[config.mk]
export PLATFORM = sky130hd
export DESIGN_NAME = sync_fifo
export DESIGN_NICKNAME = d
export VERILOG_FILES = /design/src/verilog/sync_fifo.sv
export SDC_FILE = /design/constraint.sdc
export NUM_CORES = 1
export LEC_CHECK = 0
export ABC_AREA = 1
export BUFFER_PORTS_ARGS = -buffer_cell sky130_fd_sc_hd__buf_2
export CAP_MARGIN = 0
export CORE_MARGIN = 2
export CORE_UTILIZATION = 56
export CTS_BUF_LIST = sky130_fd_sc_hd__clkbuf_16
export CTS_CLUSTER_SIZE = 14
export DETAILED_ROUTE_END_ITERATION = 6
export GPL_TIMING_DRIVEN = 0
export PLACE_DENSITY_LB_ADDON = 0.3
export SKIP_LAST_GASP = 1
export SYNTH_ARGS = -nofsm -noshare
export SYNTH_HDL_FRONTEND = slang
export SYNTH_SLANG_ARGS = --single-unit
[constraint.sdc]
create_clock -name clk -period 2.1 [get_ports clk]
set_clock_uncertainty 0.1 [all_clocks]
set_input_delay 0.105 -clock clk [delete_from_list [all_inputs] [get_ports clk]]
set_output_delay 0.105 -clock clk [all_outputs]
set_load 0.01 [all_outputs]
[src/verilog/sync_fifo.sv]
// First-word-fall-through FIFO whose head word is valid whenever empty is low
// full also counts a push already under way, so a producer that registers
// its push one cycle after checking full never overflows
`timescale 1ns/1ns
`default_nettype none

module sync_fifo #(
	parameter int WIDTH = 8,
	parameter int DEPTH = 4
) (
	input  wire logic             clk,
	input  wire logic             resetn,
	input  wire logic             wr_req,
	input  wire logic [WIDTH-1:0] wr_din,
	output logic                  full,
	input  wire logic             rd_req,
	output logic      [WIDTH-1:0] rd_dout,
	output logic                  empty
);

	localparam int PTR_W = (DEPTH > 1) ? $clog2(DEPTH) : 1;
	localparam int CNT_W = $clog2(DEPTH + 1);

	logic [WIDTH-1:0] mem [DEPTH];
	logic [PTR_W-1:0] wr_ptr;
	logic [PTR_W-1:0] rd_ptr;
	logic [CNT_W-1:0] count;

	assign empty   = (count == '0);
	assign full    = (count == CNT_W'(DEPTH)) || (count == CNT_W'(DEPTH - 1) && wr_req);
	assign rd_dout = mem[rd_ptr];

	always_ff @(posedge clk) begin
		if (wr_req)
			mem[wr_ptr] <= wr_din;
	end

	always_ff @(posedge clk or negedge resetn) begin
		if (!resetn) begin
			wr_ptr <= '0;
			rd_ptr <= '0;
			count  <= '0;
		end else begin
			if (wr_req)
				wr_ptr <= (wr_ptr == PTR_W'(DEPTH - 1)) ? '0 : wr_ptr + 1'b1;
			if (rd_req)
				rd_ptr <= (rd_ptr == PTR_W'(DEPTH - 1)) ? '0 : rd_ptr + 1'b1;
			if (wr_req && !rd_req)
				count <= count + 1'b1;
			else if (rd_req && !wr_req)
				count <= count - 1'b1;
		end
	end

	// Strobes must respect the flags
	a_no_overflow: assert property (@(posedge clk) disable iff (!resetn)
		wr_req |-> count != CNT_W'(DEPTH));
	a_no_underflow: assert property (@(posedge clk) disable iff (!resetn)
		rd_req |-> count != '0);

endmodule

`default_nettype wire
==> metrics.txt, run 1 <==
# TYPE chip_impl_metric gauge
chip_impl_info{name="run_status",value="finished clean"} 1
chip_impl_metric{name="cts_made_buffers",unit=""} 5
chip_impl_metric{name="clock_power_share",unit="%"} 24.8
chip_impl_metric{name="power.share.switching",unit="%"} 33.4
chip_impl_metric{name="drc",unit=""} 0
chip_impl_metric{name="power_per_cell_area",unit="mW/mm^2"} 1300
chip_impl_metric{name="synth_seq_cells",unit=""} 39
chip_impl_metric{name="clock_sink_count",unit=""} 39
chip_impl_metric{name="synth_nets",unit=""} 166
chip_impl_metric{name="place.port_buffers",unit=""} 21
chip_impl_metric{name="floorplan.io_pins",unit=""} 22
chip_impl_info{name="min_path_type",value="input pin to asynchronous set/reset pin"} 1
chip_impl_metric{name="timing.critical_path.buf_inv",unit=""} 4
chip_impl_metric{name="yosys_warnings",unit=""} 0
chip_impl_metric{name="cts.clk_slew.worst_paths",unit="ps"} 50
chip_impl_metric{name="track_usage",unit="%"} 20.9
chip_impl_metric{name="antenna_cells",unit=""} 0
chip_impl_metric{name="initialDrtViolationCount",unit=""} 36
chip_impl_metric{name="first_pass_iters",unit=""} 4
chip_impl_metric{name="combinationalPowerShare",unit="%"} 34.0
chip_impl_metric{name="layout.cells.non_filler",unit=""} 219
chip_impl_metric{name="cts_resized",unit=""} 0
chip_impl_metric{name="slew-limit-headroom",unit="%"} 73.9
chip_impl_metric{name="slew_viol_final",unit=""} 0
chip_impl_metric{name="switching_power",unit="W"} 0.000915
chip_impl_metric{name="die_y",unit="um"} 59.5
chip_impl_metric{name="finalHoldViolCount",unit=""} 0
chip_impl_metric{name="maxClockFrequency",unit="MHz"} 570
chip_impl_metric{name="final.hold.worst_slack",unit="ps"} 102
chip_impl_metric{name="crit_fanout",unit=""} 4
chip_impl_metric{name="routed_wl",unit="um"} 3270
chip_impl_metric{name="fin_crit_sh",unit="%"} 83.6
chip_impl_info{name="critical_path.most_common_cell",value="sky130_fd_sc_hd__nand2_1"} 1
chip_impl_info{name="ctsRootBufferMaster",value="sky130_fd_sc_hd__clkbuf_16"} 1
chip_impl_info{name="crit_path_top_delay_cell",value="sky130_fd_sc_hd__dlygate4sd3_1"} 1
chip_impl_metric{name="synthToLayoutAreaGrowth",unit="%"} 22.2
chip_impl_metric{name="synth.cell_area",unit="sq mm"} 0.00173
chip_impl_metric{name="cts.htree.levels",unit=""} 2
chip_impl_metric{name="dpl.hpwl",unit="um"} 2200
chip_impl_metric{name="cts-root-to-sink-buffers",unit=""} 2
chip_impl_info{name="crit_family",value="buffers and inverters"} 1
chip_impl_metric{name="clock_latency",unit="ps"} 270
chip_impl_metric{name="grt_pass1_vias",unit=""} 1109
chip_impl_metric{name="fillerInstances",unit=""} 225
chip_impl_metric{name="cell_internal_pwr",unit="W"} 0.00182
chip_impl_metric{name="die_area",unit="sq mm"} 0.00354
chip_impl_metric{name="p_leak",unit="nW"} 0.971
chip_impl_metric{name="register_area_share_after_synthesis",unit="%"} 65.8
chip_impl_metric{name="layout-drive-gt1-share",unit="%"} 18.8
chip_impl_metric{name="maximum_number_of_pins_on_one_net_before_global_route_repair",unit=""} 12
chip_impl_metric{name="fin_setup_tns",unit="ps"} 0
chip_impl_metric{name="grt_antenna_before_repair",unit=""} 0
chip_impl_metric{name="post_drt_via_cell_ratio",unit=""} 5.16
chip_impl_metric{name="worst_slew_pin_slew",unit="ps"} 391
chip_impl_metric{name="gpl.final_weighted_congestion",unit=""} 0.738
chip_impl_metric{name="p_seq_share",unit="%"} 41.2
chip_impl_metric{name="final_nets",unit=""} 204
chip_impl_info{name="tritoncts",value="done"} 1
chip_impl_metric{name="worst-endpoint-required",unit="ps"} 2160
chip_impl_metric{name="route.antenna.remaining_nets",unit=""} 0
chip_impl_info{name="grt_setup_unrepaired",value="false"} 1
chip_impl_metric{name="vdd_drop_max",unit="mV"} 0.931
chip_impl_metric{name="drv_cap",unit=""} 0
chip_impl_metric{name="finalCriticalPeriod",unit="ps"} 1760
chip_impl_metric{name="syn-mean-instance-area",unit="sq um"} 11.7
chip_impl_metric{name="cp_slowest_stage_delay",unit="ps"} 530
chip_impl_metric{name="worst-endpoint-arrival",unit="ps"} 1820
chip_impl_metric{name="chipWidth",unit="um"} 59.5
chip_impl_metric{name="number_of_different_library_cells_in_the_post_synthesis_netlist",unit=""} 21
chip_impl_metric{name="globalRouteOverflowTotal",unit=""} 0
chip_impl_metric{name="synthCells",unit=""} 147
chip_impl_info{name="critical_path.cell_chain",value="dlygate4sd3_1, buf_2, inv_1, ha_1, inv_1, fa_1, nand2_1, nand3_1, nand2_1, nand2_1"} 1
chip_impl_metric{name="route.detailed.wl_per_inst",unit="um"} 14.9
chip_impl_info{name="setup.worst_path.start_class",value="input pin"} 1
chip_impl_metric{name="setup-violations-final",unit=""} 0
chip_impl_metric{name="core.rowCount",unit=""} 20
chip_impl_metric{name="post_cts.repair.setup_buffers",unit=""} 0
chip_impl_metric{name="design.core.area",unit="sq mm"} 0.00300
chip_impl_info{name="endpoint_kind",value="flip-flop"} 1
chip_impl_metric{name="initial_util",unit="%"} 57.5
chip_impl_metric{name="grt_first_pass_wirelength",unit="um"} 5110
chip_impl_metric{name="dp_cells",unit=""} 201
chip_impl_info{name="critical_path_class",value="input pin to flip-flop"} 1
chip_impl_metric{name="number_of_vias_after_detailed_routing",unit=""} 1130
cells by family after synthesis:
kind of cell / synth area share (%)
AND/OR/NAND/NOR: 10.1
flip-flops: 65.8
buffers and inverters: 9.14
AO/OA/AOI/OAI: 8.92
adder cells (fa/ha/maj): 5.51
XOR/XNOR: 0.508
power groups by stage:
| stage | clock network, W | registers [W] | logic (W) |
|---|---|---|---|
| global route | 0.000728 | 0.00114 | 0.00104 |
| global placement | 0 | 0.00112 | 0.000870 |
| floorplan | 0 | 0.00111 | 0.000626 |
| finish | 0.000680 | 0.00113 | 0.000931 |
| CTS | 0.000692 | 0.00113 | 0.000949 |
| detailed placement | 0 | 0.00114 | 0.000926 |
worst register-to-register path, cell delays in order (launching register included):
cell	delay, ps
sky130_fd_sc_hd__dfrtp_1	410
sky130_fd_sc_hd__inv_1	110
sky130_fd_sc_hd__ha_1	160
sky130_fd_sc_hd__nand2_1	50
sky130_fd_sc_hd__inv_1	300
final cells by class:
cell class	count	area [sq um]	area share [%]
plain buffers	5	48.8	2.31
clock buffers	5	125	5.93
clock inverters	3	11.3	0.534
inverters	29	109	5.16
multi-input cells	74	432	20.5
flip-flops and latches	39	1140	53.9
well taps	33	41.3	1.96
repair buffers	31	205	9.73
repair_timing:
action	in CTS	in global routing
hold buffers	10	0
endpoints found under the setup margin	0	0
endpoints found under the hold margin	40	0
layer usage:
metal	GRT usage, %	routed length [um]	share of wire (%)	vias to the layer above
met1	23.1	1280	39	536
li1	-	-	-	564
met5	0	0	0	-
met3	6.99	155	4.7	4
met4	7.30	36	1.1	0
met2	37.4	1790	55	26
synth_stat cells, drive strengths merged:
| cell type | instances | area (sq um) |
|---|---|---|
| a21oi | 1 | 5.00 |
| buf | 4 | 35.0 |
| clkbuf | 1 | 13.8 |
| dfrtp | 7 | 175 |
| edfxtp | 32 | 961 |
| fa | 1 | 20.0 |
| ha | 6 | 75.1 |
| inv | 29 | 109 |
| nand2 | 39 | 146 |
| nand3 | 1 | 5.00 |
| nand4 | 2 | 12.5 |
| nor2 | 1 | 3.75 |
| o211ai | 16 | 120 |
| o21ai | 5 | 28.8 |
| or2 | 1 | 6.26 |
| xnor2 | 1 | 8.76 |
placed cells by master, fill, tap and decap left out, drive strengths merged, types with 2 or more instances in the layout:
cell type    instances
inv                 32
dfrtp                7
nand2               39
nand4                2
dlygate4sd3         10
buf                 25
clkbuf               6
ha                   6
o211ai              16
edfxtp              32
o21ai                5
registers in the layout, indices dropped and copies added, names as in the netlist:
register / cells
count: 3
mem: 32
rd_ptr: 2
wr_ptr: 2
worst paths after layout:
kind	startpoint	slack, ps	cells after the start	to
worst max-delay path	rd_req	340	10	count[2]
worst min-delay path	resetn	100	2	count[2]
worst max register to register	wr_ptr[0]	630	4	mem[0][1]
worst min register to register	count[2]	420	2	count[2]
max in group asynchronous	resetn	1630	2	wr_ptr[0]
min in group clk	wr_req	120	3	count[0]
metrics by stage:
step	total power, W	setup slack [ps]	cell area, sq um	util, %
floorplan	0.00174	803	1730	-
global placement	0.00199	680	1870	62.3
detailed placement	0.00206	632	1870	62.3
CTS	0.00277	351	2110	70.2
global route	0.00291	260	2110	70.2
finish	0.00274	344	2110	70.2
Note: power is estimated with default switching activity, not from simulation.
==> run 2, diff against run 1 <==
- ABC_AREA: 1 -> 0
- CORE_UTILIZATION: 56 -> 55
- clock period: 2.1 -> 1.7 ns (I/O delays scaled with it)
==> metrics.txt, run 2 <==
# TYPE chip_impl_metric gauge
chip_impl_info{name="yosys.cell_count.top_type",value="sky130_fd_sc_hd__edfxtp_1"} 1
chip_impl_metric{name="layout-drive-gt1-share",unit="%"} 35.5
chip_impl_metric{name="postLayoutCoreUtil",unit="%"} 75.1
chip_impl_metric{name="synth-async-reset-ratio",unit="%"} 17.9
chip_impl_info{name="hold_start",value="wr_req"} 1
chip_impl_info{name="crit_family",value="multiplexers"} 1
chip_impl_metric{name="cts.htree.levels",unit=""} 2
chip_impl_info{name="endpoint_kind",value="primary output"} 1
chip_impl_metric{name="core.rowCount",unit=""} 19
chip_impl_metric{name="dpl-instance-area",unit="sq mm"} 0.00172
chip_impl_metric{name="amount_of_wire_on_met3_after_detailed_routing",unit="um"} 105
chip_impl_metric{name="cts-root-to-sink-buffers",unit=""} 2
chip_impl_metric{name="synth-edff-count",unit=""} 32
chip_impl_metric{name="synth_seq_cells",unit=""} 39
chip_impl_metric{name="dpl.hpwl",unit="um"} 1760
chip_impl_metric{name="yosys_warnings",unit=""} 0
chip_impl_metric{name="yosysTopAreaCellShare",unit="%"} 60.9
chip_impl_metric{name="maxClockFrequency",unit="MHz"} 597
chip_impl_metric{name="design.core.area",unit="sq mm"} 0.00273
chip_impl_metric{name="drv_cap",unit=""} 0
chip_impl_metric{name="grt_first_pass_wirelength",unit="um"} 4280
chip_impl_metric{name="min_path_cells",unit=""} 2
chip_impl_info{name="min_path_type",value="input pin to flip-flop"} 1
chip_impl_metric{name="worst-endpoint-arrival",unit="ps"} 1490
chip_impl_metric{name="chipWidth",unit="um"} 57.6
chip_impl_info{name="critical_path_class",value="flip-flop to primary output"} 1
chip_impl_metric{name="p_leak",unit="nW"} 0.797
chip_impl_info{name="synth_area_leader_cell",value="sky130_fd_sc_hd__edfxtp_1"} 1
chip_impl_metric{name="wl_met2",unit="um"} 1560
chip_impl_info{name="synth-main-ff-cell",value="sky130_fd_sc_hd__edfxtp_1"} 1
chip_impl_info{name="regMostFlops",value="mem"} 1
chip_impl_metric{name="slew-limit-headroom",unit="%"} 70.4
chip_impl_metric{name="fillerInstances",unit=""} 172
chip_impl_info{name="synth.area.top_cells",value="sky130_fd_sc_hd__edfxtp_1, sky130_fd_sc_hd__mux4_2, sky130_fd_sc_hd__dfrtp_1, sky130_fd_sc_hd__ha_1, sky130_fd_sc_hd__and2_1"} 1
chip_impl_info{name="critical_path.cell_chain",value="buf_12, mux4_2, buf_6"} 1
chip_impl_metric{name="timing.critical_path.buf_inv",unit=""} 2
chip_impl_metric{name="place.port_buffers",unit=""} 21
chip_impl_metric{name="maximum_number_of_pins_on_one_net_before_global_route_repair",unit=""} 13
chip_impl_metric{name="route.antenna.remaining_nets",unit=""} 0
chip_impl_metric{name="largest_register_ffs",unit=""} 32
chip_impl_metric{name="number_of_different_library_cells_in_the_post_synthesis_netlist",unit=""} 18
chip_impl_info{name="tritoncts",value="done"} 1
chip_impl_metric{name="finalHoldViolCount",unit=""} 0
chip_impl_metric{name="number_of_vias_after_detailed_routing",unit=""} 832
chip_impl_metric{name="worst_slew_pin_slew",unit="ps"} 444
chip_impl_metric{name="synth_nets",unit=""} 101
chip_impl_metric{name="finalCriticalPeriod",unit="ps"} 1680
chip_impl_metric{name="detail_route.wirelength.met1",unit="um"} 1140
chip_impl_info{name="most_frequent_cells_after_synthesis",value="sky130_fd_sc_hd__edfxtp_1, sky130_fd_sc_hd__mux4_2, sky130_fd_sc_hd__dfrtp_1"} 1
chip_impl_info{name="regToRegStartpoint",value="wr_ptr[0]"} 1
chip_impl_metric{name="syn-mean-instance-area",unit="sq um"} 19.3
chip_impl_metric{name="antenna_cells",unit=""} 0
chip_impl_info{name="ctsRootBufferMaster",value="sky130_fd_sc_hd__clkbuf_16"} 1
chip_impl_metric{name="cp_slowest_stage_delay",unit="ps"} 520
chip_impl_metric{name="power_per_cell_area",unit="mW/mm^2"} 1660
chip_impl_info{name="crit_path_top_delay_cell",value="sky130_fd_sc_hd__mux4_2"} 1
chip_impl_info{name="reg.largest.list",value="mem: 32 flops, count: 3 flops"} 1
chip_impl_metric{name="cts.clk_slew.worst_paths",unit="ps"} 60
chip_impl_info{name="setup.worst_path.start_class",value="flip-flop"} 1
chip_impl_metric{name="route.detailed.wl_per_inst",unit="um"} 18.4
chip_impl_metric{name="grt_antenna_before_repair",unit=""} 0
chip_impl_metric{name="fin_crit_sh",unit="%"} 98.5
chip_impl_metric{name="worst-endpoint-required",unit="ps"} 1510
chip_impl_metric{name="synth.cell_area",unit="sq mm"} 0.00158
chip_impl_metric{name="slew_viol_final",unit=""} 0
chip_impl_info{name="worstReg2RegEnd",value="mem[0][4]"} 1
chip_impl_metric{name="die_area",unit="sq mm"} 0.00332
chip_impl_metric{name="initialDrtViolationCount",unit=""} 24
chip_impl_metric{name="cts_made_buffers",unit=""} 5
chip_impl_metric{name="layout.cell_area.non_filler",unit="sq mm"} 0.00205
chip_impl_metric{name="floorplan.io_pins",unit=""} 22
chip_impl_info{name="grt_setup_unrepaired",value="true"} 1
chip_impl_info{name="worstHoldEndpoint",value="wr_ptr[1]"} 1
chip_impl_metric{name="synthToLayoutAreaGrowth",unit="%"} 30.1
chip_impl_metric{name="crit_fanout",unit=""} 5
chip_impl_metric{name="register_area_share_after_synthesis",unit="%"} 71.9
chip_impl_metric{name="routed_wl",unit="um"} 2850
chip_impl_metric{name="initial_util",unit="%"} 57.8
chip_impl_metric{name="first_pass_iters",unit=""} 4
chip_impl_metric{name="track_usage",unit="%"} 19.1
chip_impl_metric{name="drc",unit=""} 0
chip_impl_metric{name="globalRouteOverflowTotal",unit=""} 0
chip_impl_metric{name="clock_sink_count",unit=""} 39
chip_impl_metric{name="gpl.final_weighted_congestion",unit=""} 0.699
chip_impl_info{name="layout.cells.most_common_list",value="sky130_fd_sc_hd__edfxtp_1, sky130_fd_sc_hd__buf_2, sky130_fd_sc_hd__dlygate4sd3_1, sky130_fd_sc_hd__mux4_2"} 1
chip_impl_metric{name="grt_pass1_vias",unit=""} 894
chip_impl_metric{name="vdd_drop_max",unit="mV"} 1.40
chip_impl_info{name="routed.top_layer",value="met4"} 1
chip_impl_metric{name="setup-violations-final",unit=""} 0
chip_impl_info{name="layout_commonest_cell",value="sky130_fd_sc_hd__edfxtp_1"} 1
chip_impl_metric{name="clock_latency",unit="ps"} 280
chip_impl_metric{name="post_drt_via_cell_ratio",unit=""} 5.37
chip_impl_metric{name="die_y",unit="um"} 57.6
chip_impl_metric{name="timing.reg2reg.setup_slack",unit="ps"} 150
chip_impl_info{name="run_status",value="finished clean"} 1
chip_impl_metric{name="worst_r2r_path_depth",unit=""} 3
chip_impl_metric{name="synthCells",unit=""} 82
chip_impl_metric{name="final_nets",unit=""} 142
-- run 2: cell types whose count changed after synthesis, moves of 2 or more --
| cell | delta |
|---|---|
| sky130_fd_sc_hd__nand2_1 | -37 |
| sky130_fd_sc_hd__nor3_1 | +2 |
| sky130_fd_sc_hd__nand4_1 | -2 |
| sky130_fd_sc_hd__xor2_1 | +2 |
| sky130_fd_sc_hd__inv_1 | -22 |
| sky130_fd_sc_hd__mux4_2 | +8 |
| sky130_fd_sc_hd__o211ai_1 | -16 |
| sky130_fd_sc_hd__and2_1 | +4 |
| sky130_fd_sc_hd__mux2_2 | +2 |
| sky130_fd_sc_hd__inv_2 | -2 |
-- run 2: layer usage --
metal	vias up	track usage, %
li1	389	-
met1	420	20.4
met2	18	33.8
met3	5	7.26
met4	0	7.97
met5	-	0
-- run 2: worst max-delay path by stage --
stage          startpoint    endpoint  cells past startpoint
2_1_floorplan    count[0]    count[2]                      4
3_3_place_gp       rd_req    count[2]                      8
3_5_place_dp       rd_req    count[2]                      8
4_1_cts         rd_ptr[0]  rd_dout[5]                      3
5_1_grt         rd_ptr[0]  rd_dout[5]                      3
6_report        rd_ptr[0]  rd_dout[5]                      3
-- run 2: cell families after synthesis --
| family | Yosys count | share of synthesized area, % |
|---|---|---|
| AO/OA/AOI/OAI | 4 | 1.51 |
| flip-flops | 39 | 71.9 |
| XOR/XNOR | 3 | 1.66 |
| AND/OR/NAND/NOR | 12 | 3.80 |
| adder cells (fa/ha/maj) | 7 | 6.02 |
| multiplexers | 10 | 12.8 |
| buffers and inverters | 7 | 2.22 |
-- run 2: cell type report --
type / count / area [sq um] / share of cell area [%]
sequential: 39 / 1140 / 55.4
multi-input combinational: 36 / 408 / 19.9
timing repair buffer: 34 / 285 / 13.9
clock buffer: 5 / 125 / 6.09
tap: 31 / 38.8 / 1.89
buffer: 2 / 25.0 / 1.22
inverter: 5 / 18.8 / 0.914
clock inverter: 3 / 16.3 / 0.792
-- run 2: per-stage QoR --
step / total power [W] / hold slack [ps] / cells / worst slack (ps) / TNS, ps
2_1_floorplan: 0.00199 / -311 / 82 / 291 / 0
3_3_place_gp: 0.00223 / -176 / 134 / 216 / 0
3_5_place_dp: 0.00231 / -172 / 134 / 143 / 0
4_1_cts: 0.00323 / 15.4 / 153 / -18.2 / -27.6
5_1_grt: 0.00356 / 51.1 / 155 / -21.5 / -54.7
6_report: 0.00340 / 19.2 / 155 / 24.8 / 0
-- run 2: repair_timing --
item,CTS,global route
gates cloned,0,1
pin swaps,0,0
hold buffers,11,0
setup buffers,0,1
hold endpoints to repair,41,0
endpoints found under the setup margin,4,8
gates resized for setup,1,8
-- run 2: report_power, final --
group / total, W / switching (W) / internal [W]
registers: 0.00139 / 0.000129 / 0.00126
logic: 0.00113 / 0.000494 / 0.000633
clock network: 0.000885 / 0.000351 / 0.000534
total: 0.00340 / 0.000974 / 0.00243
