<file path="config.mk">
export PLATFORM = sky130hd
export DESIGN_NAME = axi_decoder
export DESIGN_NICKNAME = d
export VERILOG_FILES = /design/src/verilog/axi_mem_pkg.sv /design/src/verilog/axi_decoder.sv
export SDC_FILE = /design/constraint.sdc
export NUM_CORES = 1
export LEC_CHECK = 0
export ABC_AREA = 1
export BUFFER_PORTS_ARGS = -buffer_cell sky130_fd_sc_hd__buf_2
export CORE_AREA = 2 2 127 129
export CTS_CLUSTER_SIZE = 20
export DETAILED_ROUTE_END_ITERATION = 10
export DIE_AREA = 0 0 129 131
export GPL_TIMING_DRIVEN = 0
export SLEW_MARGIN = 20
export SYNTH_ARGS = -nofsm -noshare
export SYNTH_HDL_FRONTEND = slang
export SYNTH_SLANG_ARGS = --single-unit
</file>
<file path="constraint.sdc">
create_clock -name clk -period 1 [get_ports clk]
set_input_delay 0.1 -clock clk [delete_from_list [all_inputs] [get_ports clk]]
set_output_delay 0.1 -clock clk [all_outputs]
set_load 0.01 [all_outputs]
</file>
<file path="src/verilog/axi_mem_pkg.sv">
// Shared widths, record layouts and engine states for the AXI burst memory
// Record fields are packed MSB first, so slice positions here must match
// the decoder and the engine
`default_nettype none

package axi_mem_pkg;

	localparam int ADDR_W     = 32;
	localparam int DATA_W     = 32;
	localparam int STRB_W     = 4;
	localparam int CNTL_W     = 30;    // err, id, burst, size, len, addr[15:0]
	localparam int WBEAT_W    = 41;    // last, wid, strb, data
	localparam int RBEAT_W    = 39;    // last, rid, resp, data
	localparam int MEM_WORDS  = 256;
	localparam int MEM_IDX_W  = 8;
	localparam int CNTL_DEPTH = 4;
	localparam int DATA_DEPTH = 8;

	// Response codes
	localparam logic [1:0] RESP_OKAY   = 2'd0;
	localparam logic [1:0] RESP_SLVERR = 2'd2;

	// Burst types where WRAP runs as INCR
	localparam logic [1:0] BURST_FIXED = 2'd0;
	localparam logic [1:0] BURST_INCR  = 2'd1;
	localparam logic [1:0] BURST_WRAP  = 2'd2;

	typedef logic [DATA_W-1:0]    axi_data_t;
	typedef logic [STRB_W-1:0]    axi_strb_t;
	typedef logic [3:0]           axi_id_t;
	typedef logic [3:0]           axi_len_t;     // Beats minus one
	typedef logic [CNTL_W-1:0]    cntl_t;
	typedef logic [WBEAT_W-1:0]   wbeat_t;
	typedef logic [RBEAT_W-1:0]   rbeat_t;
	typedef logic [MEM_IDX_W-1:0] mem_idx_t;     // Address bits 9:2

	typedef enum logic [1:0] {
		ENG_IDLE,
		ENG_WRITE,
		ENG_READ
	} eng_state_t;

endpackage

`default_nettype wire

</file>
<file path="src/verilog/axi_decoder.sv">
// AXI front end that turns AW, AR and W beats into records pushed one cycle
// after the handshake, with R taken combinationally off the read-beat FIFO head
// Only address bits 15:0 travel in a request record
`timescale 1ns/1ns
`default_nettype none

module axi_decoder
	import axi_mem_pkg::*;
(
	input  wire logic              clk,
	input  wire logic              resetn,
	// Write address
	input  wire logic              awvalid,
	output logic                   awready,
	input  wire logic [ADDR_W-1:0] awaddr,
	input  wire logic [2:0]        awsize,
	input  wire logic [1:0]        awburst,
	input  wire axi_id_t           awid,
	input  wire axi_len_t          awlen,
	// Write data
	input  wire logic              wvalid,
	output logic                   wready,
	input  wire logic              wlast,
	input  wire axi_data_t         wdata,
	input  wire axi_strb_t         wstrb,
	input  wire axi_id_t           wid,
	// Read address
	input  wire logic              arvalid,
	output logic                   arready,
	input  wire logic [ADDR_W-1:0] araddr,
	input  wire logic [2:0]        arsize,
	input  wire logic [1:0]        arburst,
	input  wire axi_id_t           arid,
	input  wire axi_len_t          arlen,
	// Read data
	output logic                   rvalid,
	input  wire logic              rready,
	output logic                   rlast,
	output axi_data_t              rdata,
	output logic [1:0]             rresp,
	output axi_id_t                rid,
	// FIFO side
	output logic                   aw_cntl_wr_req,
	output cntl_t                  aw_cntl_wr_din,
	input  wire logic              aw_cntl_full,
	output logic                   ar_cntl_wr_req,
	output cntl_t                  ar_cntl_wr_din,
	input  wire logic              ar_cntl_full,
	output logic                   w_data_wr_req,
	output wbeat_t                 w_data_wr_din,
	input  wire logic              w_data_full,
	output logic                   r_data_rd_req,
	input  wire rbeat_t            r_data_rd_dout,
	input  wire logic              r_data_empty
);

	logic aw_err;
	logic ar_err;
	logic aw_hs;
	logic ar_hs;
	logic w_hs;

	// Unaligned start or more than 4 bytes per beat
	assign aw_err = (awaddr[1:0] != 2'b00) || (awsize > 3'd2);
	assign ar_err = (araddr[1:0] != 2'b00) || (arsize > 3'd2);

	assign awready = !aw_cntl_full;
	assign arready = !ar_cntl_full;
	assign wready  = !w_data_full;

	assign aw_hs = awvalid && awready;
	assign ar_hs = arvalid && arready;
	assign w_hs  = wvalid && wready;

	// ------------------------------------------------------------
	// Request and write-beat pushes
	// ------------------------------------------------------------
	always_ff @(posedge clk or negedge resetn) begin
		if (!resetn) begin
			aw_cntl_wr_req <= 1'b0;
			ar_cntl_wr_req <= 1'b0;
			w_data_wr_req  <= 1'b0;
		end else begin
			aw_cntl_wr_req <= aw_hs;
			ar_cntl_wr_req <= ar_hs;
			w_data_wr_req  <= w_hs;
		end
	end

	always_ff @(posedge clk) begin
		if (aw_hs)
			aw_cntl_wr_din <= {aw_err, awid, awburst, awsize, awlen, awaddr[15:0]};
		if (ar_hs)
			ar_cntl_wr_din <= {ar_err, arid, arburst, arsize, arlen, araddr[15:0]};
		if (w_hs)
			w_data_wr_din <= {wlast, wid, wstrb, wdata};
	end

	// ------------------------------------------------------------
	// R channel straight off the FIFO head
	// ------------------------------------------------------------
	assign rvalid = !r_data_empty;
	assign rlast  = rvalid && r_data_rd_dout[38];
	assign rid    = rvalid ? r_data_rd_dout[37:34] : '0;
	assign rresp  = rvalid ? r_data_rd_dout[33:32] : RESP_OKAY;
	assign rdata  = rvalid ? r_data_rd_dout[31:0] : '0;

	assign r_data_rd_req = rvalid && rready;    // Pop on handshake

	// A stalled R beat holds until the master takes it
	a_r_hold: assert property (@(posedge clk) disable iff (!resetn)
		rvalid && !rready |=> rvalid && $stable(r_data_rd_dout));

endmodule

`default_nettype wire

</file>
==> metrics, run 1 <==
Residual DRC=0; Final Hold Fails=0; critical path peak fanout=1; WP buf/inv=1; gr usage total=14.4%; Yosys Warn Count=0; die area=16900 um^2; status=finished with violations; Worst path top cell family by delay=flip-flops; dpl hpwl=8.90 mm; Routed Antenna Nets=0; Max Root-Sink Buffers=2; Slew Limit Fails=0; Slew @ Worst Pin=627 ps; Num CTS Buffers=9; Worst VDD drop=1.06 mV; number of global-route vias before repair=3328; H-tree depth=3; via/cell ratio=3.79; final instance area=6670 um^2; CTS tree=built; Pleak=3.14 nW; critical path startpoint category=register; Max Cap Viol=0; cell area after synthesis=3560 um^2; top layer in use=met5; fin nets=795; endpoint class of the critical path=output port; worst setup margin=-20.9 ps; Final setup viols=2; Mapped Nets=387; Post-Layout Cell Count=836; placed cell area=5330 um^2; largest net degree at the start of global routing=32; RSZ-0062 raised after global routing=yes; DR WL met3=998 um; routability cong.=0.868; flops & latches, synth=104; CTS Root Cell=clkbuf_16; drt first pass iters=4; vias after detailed routing=3166; final critical-path share of the clock period=102%; Post-Route WL=12.8 mm; crit-path cells=buf_2; Area Growth Syn to Fin=87.6%; Die X=129 um; post-DR wirelength/cell=15.4 um; initial antenna violation count=1; IO Port Bufs=294; final worst path period need=1020 ps; Yosys cell types=9; Setup CP Type=reg2out; Starting DRT DRC Count=101; initial core utilization=22.8%; failing checks=negative setup slack; setup tns final=-30.9 ps; clock sinks=104; metal2 WL=7.19 mm; ant diodes=0; Seq/Total Area, Yosys=87.4%; Critical Path AT=920 ps; WP data required=900 ps; slowest CP cell=edfxtp_1; M1 WL=4.34 mm; CTS clock-pin slew for the worst setup and hold paths=70 ps; Core Area=15600 um^2; type of the most critical hold path=in2async; total design power=10.0 mW; FP Rows=46; placed insts=717; slowest stage delay, CP=420 ps; synthesized instance count=207; Power Density=1500 nW/um^2; Die Y=131 um; io pins=328; Slew Limit Headroom=58.1%; Remaining Overflow, GRT=0; first-pass GRT wire length=17.6 mm; Avg Cell Area, Syn=17.2 um^2; f_max=980 MHz; layout cell share with drive strength beyond 1=52.9%
kinds of logic after synthesis:
family,synth area share [%]
buf+inv,7.00
simple gates,5.59
flops,87.4
where the power goes:
group | leakage (nW) | switching, mW | internal (mW)
Sequential | 0.989 | 0.0767 | 5.10
Combinational | 2.02 | 0.720 | 0.777
Clock | 0.133 | 1.65 | 1.72
Total | 3.14 | 2.44 | 7.59
per-stage QoR:
stage               hold slack [ps]  util [%]  worst slack, ps
floorplan                      -196         -             -147
finish                         93.1      42.8            -20.9
CTS                            77.1      42.6            -56.6
global route                    100      42.8            -61.5
detailed placement            -98.7      34.2             -568
global placement               -101      34.2             -544
cells in the final DEF, fill, tap and decap left out, types with 3 or more instances in the layout:
cell type	instances
buf_2	290
edfxtp_1	101
buf_6	8
nor2_2	5
dlygate4sd3_1	100
dfrtp_1	3
inv_1	46
nor2_4	6
clkbuf_16	9
nor2_1	37
final cells by class:
type	instances	area [um^2]
clock buffers	9	225
well taps	216	270
repair buffers	394	2500
clock inverters	7	55.1
inverters	49	196
multi-input cells	52	255
flip-flops and latches	104	3110
plain buffers	5	65.1
fillers	1410	8920
Yosys cell counts:
library cell | instances | area [um^2]
edfxtp_1 | 101 | 3030
dfrtp_1 | 3 | 75.1
buf_6 | 4 | 45.0
nor2_1 | 40 | 150
nand2_1 | 2 | 7.51
nand3_1 | 2 | 10.0
buf_12 | 1 | 20.0
inv_1 | 49 | 184
nor2_2 | 5 | 31.3
timing repair:
item / in CTS / in global routing
hold buffers: 100 / 0
gates cloned: 2 / 1
endpoints found under the setup margin: 84 / 68
endpoints found under the hold margin: 102 / 0
buffers inserted: 0 / 0
pin swaps: 2 / 1
resized for setup: 5 / 4
sequential cells by signal, summed over array words and instances, names as in the netlist:
name	cells
ar_cntl_wr_req	1
w_data_wr_req	1
aw_cntl_wr_din	30
w_data_wr_din	41
ar_cntl_wr_din	30
aw_cntl_wr_req	1
metal layers:
layer  vias to the layer above  GRT usage (%)
li1                       1499              -
met1                      1439           12.6
met2                       207           30.2
met3                        17           4.11
met4                         4           5.88
met5                         -              0
how the worst max path moves through the flow:
stage | start | endpoint | slack (ps) | depth (start not counted)
6_report | aw_cntl_wr_din[23] | aw_cntl_wr_din[23] | -20 | 1
5_1_grt | aw_cntl_wr_din[23] | aw_cntl_wr_din[23] | -60 | 1
4_1_cts | aw_cntl_wr_din[23] | aw_cntl_wr_din[23] | -60 | 1
3_5_place_dp | wvalid | w_data_wr_din[34] | -570 | 3
3_3_place_gp | wvalid | w_data_wr_din[34] | -540 | 3
2_1_floorplan | wvalid | w_data_wr_din[0] | -150 | 2
No activity file was read; power rests on OpenSTA's default activity.
==> run 2: changes to the inputs <==
SETUP_SLACK_MARGIN = 0.1   (was not set)
==> run 2 against run 1 <==
  * The run still ends with negative setup slack left
  * Utilization grew 0.86 points
  * Combinational power barely moved
  * Cell count did not move
  * Design area grew 2.0%
  * Total power rose by 3.9%
  * Worst hold slack lost 11 ps
  * Sequential power barely moved
  * Wire length down 7.2%
  * First-iteration DRC count is 6.9% higher
  * Critical endpoint is now aw_cntl_wr_din[5]
  * Largest power group unchanged
==> metrics, run 2 (same netlist as run 1, synthesis figures left out) <==
Die Y=131 um (unchanged); Int Power=7.93 mW (+4.4%); routability cong.=0.766 (-12%); Area Growth Syn to Fin=91.4%; layout cell share with drive strength beyond 1=53.2% (+0.32 points); RSZ-0062 raised after global routing=yes; number of global-route vias before repair=3195 (-4.0%); worst setup margin=-42.9 ps (-22.0 ps); IO Port Bufs=294 (unchanged); slowest CP cell=edfxtp_1; # Post-CTS Setup Buffers=0 (unchanged); drt first pass iters=4 (unchanged); switching share of power=24.0% (-0.35 points); dpl hpwl=7.81 mm (-12%); Final Hold Fails=0 (unchanged); Final setup viols=5 (+3); CTS Root Cell=clkbuf_16; io pins=328 (unchanged); first-pass GRT wire length=16.5 mm (-5.8%); clock power share=35.8% (+2.3 points); FP Rows=46 (unchanged); H-tree depth=3 (unchanged); gr usage total=13.4% (-1.0 points); metal2 WL=6.14 mm (-15%); Most flops, register=w_data_wr_din; initial antenna violation count=0 (-1); DR WL met3=982 um (-1.6%); commonest cells after routing, fill and taps aside=buf_2, edfxtp_1, dlygate4sd3_1; Residual DRC=0 (unchanged); Min Hold Slack=81.9 ps (-11.2 ps); final core utilization=43.6% (+0.86 points); setup slack at placement=-565 ps (+3.05 ps); vias after detailed routing=3173 (+0.22%); Max Cap Viol=0 (unchanged); Power Density=1530 nW/um^2 (+1.9%); Core Area=15600 um^2 (unchanged); WP data required=900 ps (about the same); Remaining Overflow, GRT=0 (unchanged); leading registers by flop count=w_data_wr_din: 41 flops, ar_cntl_wr_din: 30 flops, aw_cntl_wr_din: 30 flops; slowest stage delay, CP=440 ps (+20 ps); Worst VDD drop=0.707 mV (-33%); CTS tree=built; ant diodes=0 (unchanged); Worst path top cell family by delay=flip-flops; critical path peak fanout=1 (unchanged); critical path startpoint category=register; Die X=129 um (unchanged); setup tns final=-83.0 ps (-52.1 ps); Setup CP Type=reg2out; Slew @ Worst Pin=630 ps (+2.58 ps); final worst path period need=1040 ps (+22.0 ps); Starting DRT DRC Count=108 (+6.9%); Pleak=3.19 nW (+1.6%); WP buf/inv=1 (unchanged); post-DR wirelength/cell=14.2 um (-7.2%); crit-path cells=buf_6; Routed Antenna Nets=0 (unchanged); clock sinks=104 (unchanged); largest net degree at the start of global routing=22 (-31%); via/cell ratio=3.80 (+0.22%); Critical Path AT=940 ps (+20 ps); status=finished with violations; Post-Layout Cell Count=836 (unchanged); top layer in use=met4; type of the most critical hold path=in2async; Slew Limit Headroom=57.9% (-0.17 points); Reg power frac=49.7% (-1.9 points); final critical-path share of the clock period=104% (+2.2 points); Num CTS Buffers=9 (unchanged); placed insts=717 (unchanged); Max Root-Sink Buffers=2 (unchanged); die area=16900 um^2 (unchanged); Comb pwr share=14.5% (-0.4 points); Post-Route WL=11.9 mm (-7.2%); M1 WL=4.57 mm (+5.5%); CTS clock-pin slew for the worst setup and hold paths=80 ps (about the same); fin nets=795 (unchanged); max reg flops=41 (unchanged); initial core utilization=22.8% (unchanged); endpoint class of the critical path=output port; failing checks=negative setup slack; f_max=959 MHz (-2.1%); switching power=2.50 mW (+2.4%); most common cell after layout, fill and taps aside=buf_2; Slew Limit Fails=0 (unchanged)
[run 2: cell types whose count changed in the layout (fill, tap and decap cells not counted), moves of 2 or more]
cell / before / now
buf_2: 290 / 279
buf_6: 8 / 19
clkinvlp_4: 2 / 0
inv_12: 1 / 3
inv_2: 2 / 0
nor2_1: 37 / 35
nor2_2: 5 / 7
[run 2: power by group through the flow]
stage | registers, mW | clock network, mW | logic [mW]
final | 5.18 | 3.73 | 1.51
after global routing | 5.21 | 4.06 | 1.64
after global placement | 5.26 | 0 | 1.11
after CTS | 5.18 | 3.88 | 1.51
after floorplan | 5.43 | 0 | 0.252
after detailed placement | 5.27 | 0 | 1.13
[run 2: final cells by class]
type	instances	area [um^2]
clock inverter	6	86.3
timing repair buffer	394	2570
clock buffer	10	229
sequential	104	3110
tap	216	270
multi-input combinational	52	260
buffer	5	65.1
inverter	49	221
fill	1446	8790
[run 2: stage by stage]
stage,instance area (um^2),power [mW]
6_report,6810,10.4
5_1_grt,6810,10.9
4_1_cts,6780,10.6
3_5_place_dp,5360,6.41
3_3_place_gp,5360,6.38
2_1_floorplan,3620,5.68
[run 2: metal layers]
| metal | global-route usage, % | vias to the layer above |
|---|---|---|
| li1 | - | 1500 |
| met1 | 14.9 | 1473 |
| met2 | 24.3 | 185 |
| met3 | 3.79 | 15 |
| met4 | 5.69 | 0 |
| met5 | 0 | - |
[run 2: what timing repair did]
item,in CTS,in global routing
endpoints found under the hold margin,102,0
resized for setup,20,6
pin swaps,3,0
hold buffers,100,0
endpoints found under the setup margin,207,106
gates cloned,3,0
[run 2: path summary, 6_finish.rpt]
check                      depth (start not counted)  slack, ps         startpoint                end
setup / recovery                                   1        -40  aw_cntl_wr_din[5]  aw_cntl_wr_din[5]
hold / removal                                     2         80             resetn      w_data_wr_req
max in group asynchronous                          2        820             resetn     aw_cntl_wr_req
min in group clk                                   2        110       ar_cntl_full     ar_cntl_wr_req
==> run 3: changes to the inputs <==
ABC_AREA = not set   (was 1)
CORE_AREA = 2 2 126 128   (was 2 2 127 129)
DIE_AREA = 0 0 128 130   (was 0 0 129 131)
==> run 3 against run 2 <==
  * The flow still finishes with violations (negative setup slack)
  * Area after synthesis fell by 3.4%
  * First-iteration DRC count decreased by 26%
  * Clock power fell by 5%
  * Critical path depth did not move
  * Total power is 2.3% lower
  * Utilization fell by 0.47 points
  * Worst hold slack lost 47 ps
  * Sequential share of layout area rose by 1.0 points
  * Design area decreased by 2.2%
  * Die area shrank 1.5%
  * Largest cell class unchanged
  * Largest power group unchanged
==> metrics, run 3 <==
Max Cap Viol=0 (unchanged); leading registers by flop count=w_data_wr_din: 41 flops, ar_cntl_wr_din: 30 flops, aw_cntl_wr_din: 30 flops; crit-path cells=buf_6; Yosys Warn Count=0 (unchanged); placed cell area=5170 um^2 (-3.4%); Seq/Total Area, Yosys=90.5% (+3.1 points); H-tree depth=3 (unchanged); status=finished with violations; largest net degree at the start of global routing=22 (unchanged); xor and xnor area share after synthesis=0% (unchanged); first-pass GRT wire length=15.6 mm (-5.8%); largest family of logic cells by synthesized area=simple AND/OR/NAND/NOR gates; simple-gate share of the synthesized area=7.83% (+2.2 points); commonest cells after routing, fill and taps aside=buf_2, edfxtp_1, dlygate4sd3_1; gr usage total=12.7% (-0.77 points); Worst path top cell family by delay=flip-flops; Synth area leaders=edfxtp_1, nor2b_1, dfrtp_1, a2111o_1, buf_2; Slew Limit Headroom=59.1% (+1.2 points); cell with the most instances after synthesis=edfxtp_1; Avg Cell Area, Syn=21.9 um^2 (+27%); FP Rows=46 (unchanged); routability cong.=0.735 (-4.1%); Residual DRC=0 (unchanged); IO Port Bufs=295 (+0.34%); post-DR wirelength/cell=15.0 um (+5.5%); Yosys top cell by area=edfxtp_1; Pleak=2.97 nW (-6.9%); Yosys cell types=6 (-3); synthesized instance count=157 (-24%); Setup CP Type=reg2out; CTS tree=built; post-synthesis compound-gate area fraction=0.656% (+0.66 points); worst setup margin=-24.4 ps (+18.5 ps); Routed Antenna Nets=0 (unchanged); die area=16600 um^2 (-1.5%); Worst VDD drop=1.08 mV (+53%); dpl hpwl=7.79 mm (-0.30%); initial antenna violation count=0 (unchanged); critical path startpoint category=register; final critical-path share of the clock period=102% (-1.8 points); Area Growth Syn to Fin=93.9%; max reg flops=41 (unchanged); most common cell after layout, fill and taps aside=buf_2; io pins=328 (unchanged); async set or reset register ratio after synthesis=2.88% (unchanged); Core Area=15400 um^2 (-1.1%); setup slack at placement=-561 ps (+3.85 ps); Critical Path AT=920 ps (-20 ps); share of the synthesized area in the top cell type=88.3% (+3.0 points); final instance area=6660 um^2 (-2.2%); number of flops mapped to enable cells by yosys=101 (unchanged); Max Root-Sink Buffers=2 (unchanged); Die Y=130 um (-0.76%); Synth Area in Adders=0% (unchanged); Die X=128 um (-0.78%); Slew Limit Fails=0 (unchanged); vias after detailed routing=2972 (-6.3%); # Post-CTS Setup Buffers=0 (unchanged); Final setup viols=1 (-4); Most flops, register=w_data_wr_din; WP data required=900 ps (about the same); clock sinks=104 (unchanged); flops & latches, synth=104 (unchanged); drt first pass iters=4 (unchanged); number of global-route vias before repair=3039 (-4.9%); most instantiated cells after synthesis=edfxtp_1, nor2b_1, buf_2, inv_1, dfrtp_1; RSZ-0062 raised after global routing=yes; Starting DRT DRC Count=80 (-26%); CTS clock-pin slew for the worst setup and hold paths=70 ps (about the same); final core utilization=43.2% (-0.47 points); Fillers=1390 (-3.9%); failing checks=negative setup slack; endpoint class of the critical path=output port; CTS Root Cell=clkbuf_16; fin nets=746 (-6.2%); Num CTS Buffers=9 (unchanged); slowest CP cell=edfxtp_1; cell area after synthesis=3430 um^2 (-3.4%); ant diodes=0 (unchanged); Post-Route WL=11.5 mm (-3.7%); Remaining Overflow, GRT=0 (unchanged); multiplexer share of the synthesized area=0% (unchanged); critical path peak fanout=1 (unchanged); slowest stage delay, CP=430 ps (about the same); Main synth FF type=edfxtp_1; total design power=10.2 mW (-2.3%); initial core utilization=22.3% (-0.53 points); Mapped Nets=337 (-13%); Power Density=1530 nW/um^2 (about the same); WP buf/inv=1 (unchanged); f_max=976 MHz (+1.8%); type of the most critical hold path=in2reg; final worst path period need=1020 ps (-18.5 ps); layout cell share with drive strength beyond 1=56.0% (+2.8 points); Final Hold Fails=0 (unchanged); Slew @ Worst Pin=612 ps (-17.8 ps); via/cell ratio=3.90 (+2.6%)
run 3: cell families after synthesis:
kind of cell	count (synthesis)
DFF	104
and+or+nand+nor	43
AOI/OAI and AO/OA	2
buffers and inverters	8
run 3: where the power goes:
part           leakage (nW)  total [mW]  switching (mW)  internal [mW]
Combinational          1.83        1.47           0.646          0.827
Sequential            0.989        5.19          0.0835           5.10
Clock                 0.146        3.54            1.57           1.96
Total                  2.97        10.2            2.30           7.89
run 3: path summary, 6_finish.rpt:
kind,from,endpoint,slack [ps],cells after the start
worst max-delay path,aw_cntl_wr_din[24],aw_cntl_wr_din[24],-20,1
worst min-delay path,awaddr[0],aw_cntl_wr_din[29],30,2
max in group asynchronous,resetn,aw_cntl_wr_req,800,2
min in group asynchronous,resetn,ar_cntl_wr_req,100,2
run 3: stage by stage:
step	instances	hold slack [ps]	setup TNS, ps
2_1_floorplan	157	-196	-7210
3_3_place_gp	644	-103	-37220
3_5_place_dp	644	-102	-41240
4_1_cts	763	13.5	-97.3
5_1_grt	763	14.9	-485
6_report	763	34.4	-24.4
run 3: timing repair:
action / in CTS / in global routing
hold endpoints to repair: 102 / 0
gates cloned: 3 / 0
hold buffers: 100 / 0
gates resized for setup: 24 / 6
setup endpoints to repair: 207 / 118
run 3: layer usage:
layer,track usage (%),vias to the layer above,wire length (um)
li1,-,1397,-
met1,13.1,1384,4220
met2,21.7,161,5810
met3,5.29,30,947
met4,7.50,0,486
met5,0,-,0
run 3: final cells by class:
cell class / count / area, um^2 / area share [%]
clock buffer: 10 / 229 / 3.44
sequential: 104 / 3110 / 46.7
timing repair buffer: 395 / 2620 / 39.4
buffer: 4 / 20.0 / 0.301
tap: 192 / 240 / 3.61
clock inverter: 6 / 67.6 / 1.01
inverter: 4 / 15.0 / 0.225
multi-input combinational: 48 / 358 / 5.37
